==> config.mk <==
export PLATFORM = sky130hd
export DESIGN_NAME = cc_frame_top
export DESIGN_NICKNAME = d
export VERILOG_FILES = /design/src/verilog/cc_stream_pkg.sv /design/src/verilog/cc_ctrl_pkg.sv /design/src/verilog/stream_fifo.sv /design/src/verilog/fft_config_ctrl.sv /design/src/verilog/cc_block_controller.sv /design/src/verilog/cc_frame_top.sv
export SDC_FILE = /design/constraint.sdc
export NUM_CORES = 1
export LEC_CHECK = 0
export ABC_CLOCK_PERIOD_IN_PS = 9800
export BUFFER_PORTS_ARGS = -buffer_cell sky130_fd_sc_hd__buf_2
export CAP_MARGIN = 20
export CORE_UTILIZATION = 45
export DETAILED_ROUTE_END_ITERATION = 12
export SETUP_SLACK_MARGIN = 0.1
export SLEW_MARGIN = 20
export SYNTH_ARGS = -nofsm -noshare
export SYNTH_HDL_FRONTEND = slang
export SYNTH_HIERARCHICAL = 1
export SYNTH_SLANG_ARGS = --single-unit
==> constraint.sdc <==
create_clock -name clk -period 9.8 [get_ports clk]
set_input_delay 1.96 -clock clk [delete_from_list [all_inputs] [get_ports clk]]
set_output_delay 1.96 -clock clk [all_outputs]
set_load 0.02 [all_outputs]
==> src/verilog/cc_stream_pkg.sv <==
// Stream payload types and frame sizes, imported by the buffers, the frame builder and the testbench
`default_nettype none

package cc_stream_pkg;

    // Width of one real sample on the input stream
    localparam int SAMPLE_W = 32;

    // Real samples per frame; the padded frame is twice as long
    localparam int FRAME_LEN = 8;

    // Beat counter must hold 2 * FRAME_LEN itself, not only up to it
    localparam int BEAT_CNT_W = $clog2(2 * FRAME_LEN + 1);

    // Buffer depths for the sample ring and the output skid
    localparam int IN_FIFO_DEPTH  = 8;
    localparam int OUT_FIFO_DEPTH = 4;

    // Raw sample as it arrives from the source
    typedef struct packed {
        logic [SAMPLE_W-1:0] data;
    } sample_t;

    // Beat towards the FFT input port
    typedef struct packed {
        logic [SAMPLE_W-1:0] data;
        logic                last;
    } axis_beat_t;

endpackage

`default_nettype wire

==> src/verilog/cc_ctrl_pkg.sv <==
// Control encodings and the fixed FFT configuration, imported by the controllers and the top level
`default_nettype none

package cc_ctrl_pkg;

    // Where the zero half goes in a frame
    typedef enum logic {
        PAD_FRONT = 1'b0,
        PAD_BACK  = 1'b1
    } pad_mode_t;

    // Frame builder states
    typedef enum logic [2:0] {
        IDLE        = 3'd0,
        WAIT_CONFIG = 3'd1,
        FIRST_HALF  = 3'd2,
        SECOND_HALF = 3'd3
    } cc_state_t;

    localparam int CONFIG_W = 16;

    // Bit 0 selects forward transform
    localparam logic CONFIG_FWD = 1'b1;

    // Two bits per radix-4 stage, scale by 2 in each
    localparam logic [9:0] CONFIG_SCALE = 10'b10_10_10_10_10;

    // Upper bits are reserved and kept at zero
    localparam logic [CONFIG_W-1:0] CONFIG_WORD = {5'b0, CONFIG_SCALE, CONFIG_FWD};

endpackage

`default_nettype wire

==> src/verilog/stream_fifo.sv <==
// Valid/ready FIFO with a typed payload, used as the sample ring and as the output skid buffer
`default_nettype none

module stream_fifo #(
    parameter type payload_t = logic,
    parameter int  DEPTH     = 4
) (
    input  logic     clk,
    input  logic     reset_b,

    // Write side
    input  logic     in_valid,
    output logic     in_ready,
    input  payload_t in_data,

    // Read side
    output logic     out_valid,
    input  logic     out_ready,
    output payload_t out_data
);

    localparam int PTR_W = (DEPTH > 1) ? $clog2(DEPTH) : 1;
    localparam int CNT_W = $clog2(DEPTH + 1);

    payload_t mem [DEPTH];

    logic [PTR_W-1:0] wr_ptr;
    logic [PTR_W-1:0] rd_ptr;
    logic [CNT_W-1:0] count;

    logic push;
    logic pop;

    // Ready depends only on occupancy, never on out_ready
    assign in_ready  = (count != CNT_W'(DEPTH));
    assign out_valid = (count != '0);
    assign out_data  = mem[rd_ptr];

    assign push = in_valid && in_ready;
    assign pop  = out_valid && out_ready;

    // Storage
    always_ff @(posedge clk) begin
        if (push) begin
            mem[wr_ptr] <= in_data;
        end
    end

    // Pointers wrap explicitly so any depth works
    always_ff @(posedge clk or negedge reset_b) begin
        if (!reset_b) begin
            wr_ptr <= '0;
        end else if (push) begin
            if (wr_ptr == PTR_W'(DEPTH - 1)) begin
                wr_ptr <= '0;
            end else begin
                wr_ptr <= wr_ptr + 1'b1;
            end
        end
    end

    always_ff @(posedge clk or negedge reset_b) begin
        if (!reset_b) begin
            rd_ptr <= '0;
        end else if (pop) begin
            if (rd_ptr == PTR_W'(DEPTH - 1)) begin
                rd_ptr <= '0;
            end else begin
                rd_ptr <= rd_ptr + 1'b1;
            end
        end
    end

    // Occupancy, unchanged on a simultaneous push and pop
    always_ff @(posedge clk or negedge reset_b) begin
        if (!reset_b) begin
            count <= '0;
        end else begin
            case ({push, pop})
                2'b10:   count <= count + 1'b1;
                2'b01:   count <= count - 1'b1;
                default: count <= count;
            endcase
        end
    end

endmodule

`default_nettype wire

==> src/verilog/fft_config_ctrl.sv <==
// Sends the fixed configuration word to the FFT once after reset and flags completion
`default_nettype none

module fft_config_ctrl import cc_ctrl_pkg::*; (
    input  logic                clk,
    input  logic                reset_b,

    output logic                config_valid,
    input  logic                config_ready,
    output logic [CONFIG_W-1:0] config_data,

    output logic                config_done
);

    typedef enum logic {
        SEND = 1'b0,
        DONE = 1'b1
    } cfg_state_t;

    cfg_state_t state;
    logic       xfer;

    assign xfer = config_valid && config_ready;

    // Word is only meaningful while sending
    assign config_data = (state == SEND) ? CONFIG_WORD : '0;
    assign config_done = (state == DONE);

    always_ff @(posedge clk or negedge reset_b) begin
        if (!reset_b) begin
            state <= SEND;
        end else if (xfer) begin
            state <= DONE;
        end
    end

    // Valid is registered so it stays low during reset and rises one edge later
    always_ff @(posedge clk or negedge reset_b) begin
        if (!reset_b) begin
            config_valid <= 1'b0;
        end else begin
            config_valid <= (state == SEND) && !xfer;
        end
    end

endmodule

`default_nettype wire

==> src/verilog/cc_block_controller.sv <==
// Builds one zero-padded frame per start pulse from buffered samples, marking the final beat
`default_nettype none

module cc_block_controller import cc_stream_pkg::*, cc_ctrl_pkg::*; #(
    parameter pad_mode_t PAD = PAD_BACK
) (
    input  logic       clk,
    input  logic       reset_b,

    input  logic       start,
    input  logic       config_done,

    // Samples from the input FIFO
    input  logic       smp_valid,
    output logic       smp_ready,
    input  sample_t    smp,

    // Beats towards the output FIFO
    output logic       beat_valid,
    input  logic       beat_ready,
    output axis_beat_t beat
);

    cc_state_t state;
    cc_state_t state_next;

    // Beats loaded into the beat register in this frame
    logic [BEAT_CNT_W-1:0] beat_cnt;

    logic       data_half;
    logic       gen_active;
    logic       slot_free;
    logic       load;
    logic       beat_xfer;
    axis_beat_t beat_next;

    // Data goes in the first half for back padding, in the second for front padding
    assign data_half = (state == FIRST_HALF) ? (PAD == PAD_BACK) : (PAD == PAD_FRONT);

    // Second half stops generating once the last beat is loaded
    assign gen_active = (state == FIRST_HALF) ||
                        ((state == SECOND_HALF) && (beat_cnt != BEAT_CNT_W'(2 * FRAME_LEN)));

    // Register can take a new beat when empty or being drained
    assign slot_free = !beat_valid || beat_ready;

    // A data beat needs a sample; a zero beat does not
    assign load      = gen_active && slot_free && (!data_half || smp_valid);
    assign smp_ready = gen_active && slot_free && data_half;
    assign beat_xfer = beat_valid && beat_ready;

    always_comb begin
        beat_next.data = data_half ? smp.data : '0;
        beat_next.last = (beat_cnt == BEAT_CNT_W'(2 * FRAME_LEN - 1));
    end

    always_comb begin
        state_next = state;
        case (state)
            IDLE: begin
                if (start) begin
                    state_next = config_done ? FIRST_HALF : WAIT_CONFIG;
                end
            end
            WAIT_CONFIG: begin
                if (config_done) begin
                    state_next = FIRST_HALF;
                end
            end
            FIRST_HALF: begin
                if (load && (beat_cnt == BEAT_CNT_W'(FRAME_LEN - 1))) begin
                    state_next = SECOND_HALF;
                end
            end
            SECOND_HALF: begin
                // Frame ends when the marked beat leaves the register
                if (beat_xfer && beat.last) begin
                    state_next = IDLE;
                end
            end
            default: begin
                state_next = IDLE;
            end
        endcase
    end

    always_ff @(posedge clk or negedge reset_b) begin
        if (!reset_b) begin
            state <= IDLE;
        end else begin
            state <= state_next;
        end
    end

    always_ff @(posedge clk or negedge reset_b) begin
        if (!reset_b) begin
            beat_cnt <= '0;
        end else if (load) begin
            beat_cnt <= beat_cnt + 1'b1;
        end else if (state == IDLE) begin
            beat_cnt <= '0;
        end
    end

    // Beat register valid flag
    always_ff @(posedge clk or negedge reset_b) begin
        if (!reset_b) begin
            beat_valid <= 1'b0;
        end else if (load) begin
            beat_valid <= 1'b1;
        end else if (beat_ready) begin
            beat_valid <= 1'b0;
        end
    end

    // Payload only changes on a load, so it holds under a stall
    always_ff @(posedge clk) begin
        if (load) begin
            beat <= beat_next;
        end
    end

endmodule

`default_nettype wire

==> src/verilog/cc_frame_top.sv <==
// Top level of the correlation frame builder; connect the sample source, the FFT config and data ports
`default_nettype none

module cc_frame_top import cc_stream_pkg::*, cc_ctrl_pkg::*; #(
    parameter pad_mode_t PAD = PAD_BACK
) (
    input  logic                clk,
    input  logic                reset_b,

    // Sample input stream
    input  logic                in_valid,
    output logic                in_ready,
    input  sample_t             in_sample,

    // Single-cycle frame request
    input  logic                start,

    // FFT configuration channel
    output logic                config_valid,
    input  logic                config_ready,
    output logic [CONFIG_W-1:0] config_data,

    // Padded frame to the FFT input port
    output logic                out_valid,
    input  logic                out_ready,
    output axis_beat_t          out_beat
);

    logic       smp_valid;
    logic       smp_ready;
    sample_t    smp;

    logic       beat_valid;
    logic       beat_ready;
    axis_beat_t beat;

    logic       config_done;

    stream_fifo #(
        .payload_t (sample_t),
        .DEPTH     (IN_FIFO_DEPTH)
    ) in_fifo (
        .clk       (clk),
        .reset_b   (reset_b),
        .in_valid  (in_valid),
        .in_ready  (in_ready),
        .in_data   (in_sample),
        .out_valid (smp_valid),
        .out_ready (smp_ready),
        .out_data  (smp)
    );

    fft_config_ctrl config_ctrl (
        .clk          (clk),
        .reset_b      (reset_b),
        .config_valid (config_valid),
        .config_ready (config_ready),
        .config_data  (config_data),
        .config_done  (config_done)
    );

    cc_block_controller #(
        .PAD (PAD)
    ) block_ctrl (
        .clk         (clk),
        .reset_b     (reset_b),
        .start       (start),
        .config_done (config_done),
        .smp_valid   (smp_valid),
        .smp_ready   (smp_ready),
        .smp         (smp),
        .beat_valid  (beat_valid),
        .beat_ready  (beat_ready),
        .beat        (beat)
    );

    stream_fifo #(
        .payload_t (axis_beat_t),
        .DEPTH     (OUT_FIFO_DEPTH)
    ) out_fifo (
        .clk       (clk),
        .reset_b   (reset_b),
        .in_valid  (beat_valid),
        .in_ready  (beat_ready),
        .in_data   (beat),
        .out_valid (out_valid),
        .out_ready (out_ready),
        .out_data  (out_beat)
    );

endmodule

`default_nettype wire

# ---- After elaboration in Yosys (flattened, before gate mapping)
# Memory sizes are Yosys's and may differ from the RTL's. A register that Yosys moved wholly into a read port is not among the register bits.
# Cells that the tools add are included.
dict set report totals {
  mem_count 2
  elab_cells 93
  ramBits 388
  in_bits 38
  ff_bits 29
  out_inout_bits 52
}
# memory depth width rd rd_ports_with_merged_regs write_ports line_no
set mem_list {}
lappend mem_list {in_fifo.mem 8 32 1 1 1 stream_fifo.sv:25} ;# payload_t mem [DEPTH];
lappend mem_list {out_fifo.mem 4 33 1 0 1 stream_fifo.sv:25}
dict set report classes {
  n_reduce_logical 27
  eq_ne 20
  add_sub_neg 9
  n_mux 22
  bitwise 1
}
# op n
set op_table {}
lappend op_table {{$mux W3} 6}
lappend op_table {{$logic_and A1 B1 Y1} 12}
lappend op_table {{$pmux W3 S4} 1}
lappend op_table {{$mux W11} 1}
lappend op_table {{$mux W5} 2}
lappend op_table {{$add A3 B1 Y3 const B} 3}
lappend op_table {{$eq A2 B2 Y1 const B} 4}
lappend op_table {{$ne A2 B2 Y1 const B} 4}
lappend op_table {{$pmux W4 S2} 1}
lappend op_table {{$reduce_bool A2 Y1} 4}
lappend op_table {{$mux W1} 7}
lappend op_table {{$eq A3 B2 Y1 const B} 2}
lappend op_table {{$eq A3 B3 Y1 const B} 2}
lappend op_table {{$mux W2} 3}
lappend op_table {{$pmux W3 S2} 1}
lappend op_table {{$add A5 B1 Y5 const B} 1}
lappend op_table {{$eq A5 B3 Y1 const B} 1}
lappend op_table {{$eq A5 B4 Y1 const B} 1}
lappend op_table {{$ne A5 B5 Y1 const B} 1}
lappend op_table {{$add A2 B1 Y2 const B} 2}
lappend op_table {{$add A4 B1 Y4 const B} 1}
lappend op_table {{$eq A2 B1 Y1 const B} 2}
lappend op_table {{$logic_not A1 Y1} 4}
lappend op_table {{$ne A4 B4 Y1 const B} 1}
lappend op_table {{10 further kinds} 12}

# ---- Depth between registers and ports, before layout
dict set report logic_depth {
  depth_word 8
  mapped_depth 11
  depth_no_buf 10
}

# ---- Modules after synthesis
# Netlist, hierarchy kept.
# mod instances seq_area_each_um2 area_each_um2 cells_each
set by_module_without_submodules {}
lappend by_module_without_submodules {{stream_fifo (in_fifo)} 1 7937.6 10289.9 437}
lappend by_module_without_submodules {{stream_fifo (out_fifo)} 1 4139.0 5210.0 213}
lappend by_module_without_submodules {cc_block_controller 1 1191.1 1771.7 130}
lappend by_module_without_submodules {fft_config_ctrl 1 50.0 182.7 21}

# ---- Worst setup path after synthesis
# Ideal clock, no wire load.
dict set report synth_path {
  kind {in2reg}
  start {in in_valid}
  end {mem in_fifo/mem[0][0] (netlist name) (enable)}
  t_arrival_ns 5.133
  setup_slack_ns 4.165
  required_time_ns 9.299
  path_buffers 0
  setup_ns 0.501
  stages 2
  path_cell_list {nand2_2 > nor4_1}
}
dict set report synth_between {
  elab_chain_cells 3
}
# element line_no
set synth_lines {}
lappend synth_lines {{start: declaration} cc_frame_top.sv:11} ;# input logic in_valid,
lappend synth_lines {{$logic_and A1 B1 Y1} stream_fifo.sv:39} ;# assign push = in_valid && in_ready;
lappend synth_lines {{$mux W1} stream_fifo.sv:44} ;# if (push) begin
lappend synth_lines {{$mux W1 (implied by the code)} stream_fifo.sv:45} ;# mem[wr_ptr] <= in_data;
lappend synth_lines {{end: declaration} stream_fifo.sv:25}
# Every way passes these cells.

==> impl_metrics.csv <==
group,metric,value,unit
run_status,status,"finished, final reports clean",
sta,fmax,233.6,MHz
die,chipWidth,198.9,um
synth,synth-simple-area-share,3.176,%
sta,min_period,4.281,ns
setup_path,reg2reg_from,"out_fifo/count[0]",
setup_path,cp_max_fo,31,
route,wl_per_cell,20.73,um
synth,yosysWarnings,6,
synth,synth_top_family_by_area,"multiplexers",
clocking,htreeDepth,2,
die,die-area,39580,um2
grt,grt_util_all_layers,15.96,%
clocking,cts_made_buffers,46,
synth,ys_seq_area_share,76.30,%
place,place.gp.congestion,0.7551,
die,design.core.area,37930,um2
power,p_leak,0.006644,uW
grt,grt_pass1_wl,47.00,mm
grt,grt_max_degree,67,
clocking,cts_tree,"done",
synth,synth_adder_area_share,1.663,%
synth,yosys.area.top_type_share,72.43,%
route,drc,0,
route,detail-route-antenna-nets,0,
finish,drive_gt1_share,32.94,%
job,cap_violations,0,
sta,timing.slew.headroom,28.01,%
sta,setup_viol,0,
clocking,clk_pin_slew,0.06,ns
sta,fin_skew,0.01849,ns
grt,antenna_found_initial,7,
sta,period_share,43.69,%
route,drt_iter0_drc,460,
synth,synth_mux_area_share,15.44,%
synth,syn_area,17450,um2
synth,async_flop_share,6.027,%
setup_path,start_kind,"register",
synth,synth_edf_count,421,
sta,tns,0,ns
finish,synthToLayoutAreaGrowth,13.52,%
clocking,postCtsHoldBufs,0,
power,p_per_area,317.8,nW/um2
finish,fin_nets,967,
route,drt_pass1_iterations,4,
sta,rsz0062_at_grt,"no",
setup_path,startpoint,"out_fifo/rd_ptr[0]",
route,vias_per_cell,5.218,
grt,grt_pass1_vias,7993,
die,io_pins,90,
setup_path,crit_type,"register to output pin",
synth,synth-xor-area-share,0.2509,%
clocking,cts_setup_buffers,0,
hold_path,hp-start,"config_ctrl/config_valid",
clocking,cts_root_buf,"clkbuf_16",
synth,synthCells,801,
clocking,insertion_delay,0.54,ns
synth,synth_compound_area_share,1.032,%
hold_path,hp-class,"register to register",
die,rows,71,
sta,slew_violations,0,
synth,synth.largest_area_cell,"edfxtp_1",
synth,ys_ff_latch,448,
die,die_y,198.9,um
sta,holdWs,0.4740,ns
setup_path,cp.arrival,2.32,ns
clocking,clk_path_buf_depth,3,
sta,worst-slew-pin-transition,1.080,ns
clocking,cts_resized,0,
power,ir_worst_vdd,155.3,uV
clocking,cts_sinks,448,
place,dp_hpwl,17.20,mm
route,vias,7587,
die,start_util,46.01,%
place,placedInstanceArea,18400,um2
sta,hold_violations,0,
route,routed_wl,30.14,mm
synth,synth_ff_type,"edfxtp_1",
synth,netlist_top_cells_area,"edfxtp_1 (72%), mux4_2 (13%), dfrtp_1 (3.9%)",
grt,gr-total-overflow,0,
synth,synth.distinct_cells,50,
finish,design_area,19810,um2
synth,postSynthAreaPerCell,21.79,um2
setup_path,required,7.84,ns
setup_path,crit_path_end_kind,"output pin",
place,port_buffers,79,
through the flow:
step	setup slack, ns	std cells	utilization (%)	total power [uW]
floorplan	4.165	810	-	4232
global placement	6.013	1369	48.50	4739
detailed placement	5.922	1369	48.50	4770
CTS	5.444	1451	52.15	6388
global route	5.355	1453	52.23	6653
finish	5.519	1454	52.23	6298
power by group:
part           internal, uW  leakage (uW)  switching (uW)
logic                   800       0.00178             969
clock network           939      0.000674             665
registers              2690       0.00419             234
total                  4430       0.00664            1870
placed cells by master (no fill, tap or decap), types with 3 or more instances in the layout:
cell	instances
mux2_2	36
o21ai_0	4
nor2_1	6
conb_1	10
buf_2	79
edfxtp_1	421
mux2i_1	3
nor3b_1	3
a21oi_1	5
xor2_1	3
mux4_2	97
clkbuf_1	15
mux2_1	4
clkinv_1	11
nor3_2	4
clkinv_2	4
and3_2	4
nand3_1	7
and2_1	33
clkbuf_16	47
ha_1	20
inv_1	22
nor3_1	3
nor2_4	3
nand2_1	9
dfrtp_1	24
buf_4	14
nand2b_1	6
registers in the layout, indices dropped and copies added, names as in the netlist, 2 cells and up:
name and flops:
block_ctrl/beat 33, block_ctrl/beat_cnt 5, block_ctrl/state 2, in_fifo/count 4, in_fifo/mem 256, in_fifo/rd_ptr 3
in_fifo/wr_ptr 3, out_fifo/count 3, out_fifo/mem 132, out_fifo/rd_ptr 2, out_fifo/wr_ptr 2
critical path, stage by stage, from the launching register on:
cell     delay, ns
dfrtp_2       0.46
buf_4         0.51
mux4_2        0.60
buf_2         0.18
cell type report:
class,count,area (um2)
diodes,2,5.005
clock buffers,63,1246
clock inverters,19,138.9
fillers,2985,18120
inverters,22,82.58
multi-input cells,295,3850
flip-flops and latches,448,13320
well taps,511,639.4
repair buffers,94,528.0
synth_stat cells (7+ instances only):
master      n
mux2_2     36
inv_1      22
edfxtp_1  421
buf_2       7
clkbuf_1   11
nor2_1      9
dfrtp_1    27
nand3_1     7
nor3_1      7
ha_1       20
buf_4      18
mux4_2     97
and2_1     33
nand2_1     9
final timing paths:
path	to	slack [ns]	cells past startpoint
max in group asynchronous	in_fifo/rd_ptr[0]	7.85	1
worst min register to register	config_ctrl/config_valid	0.47	1
worst max-delay path	out_beat[18]	5.52	3
worst max register to register	in_fifo/count[3]	6.61	10
worst min-delay path	config_ctrl/config_valid	0.47	1
min in group asynchronous	config_ctrl/config_done	1.46	1
cell families after synthesis:
group | Yosys count
adders and majority gates | 22
DFF | 448
muxes | 142
other | 1
xor gates and xnor gates | 5
buffers and inverters | 67
and+or+nand+nor | 92
AOI/OAI and AO/OA | 24
metal layers:
layer	GRT usage [%]	wire length, um
met4	4.103	465
met3	3.967	1377
met2	24.90	14010
met1	22.54	14220
met5	0	73
No activity file was read; power rests on OpenSTA's default activity.
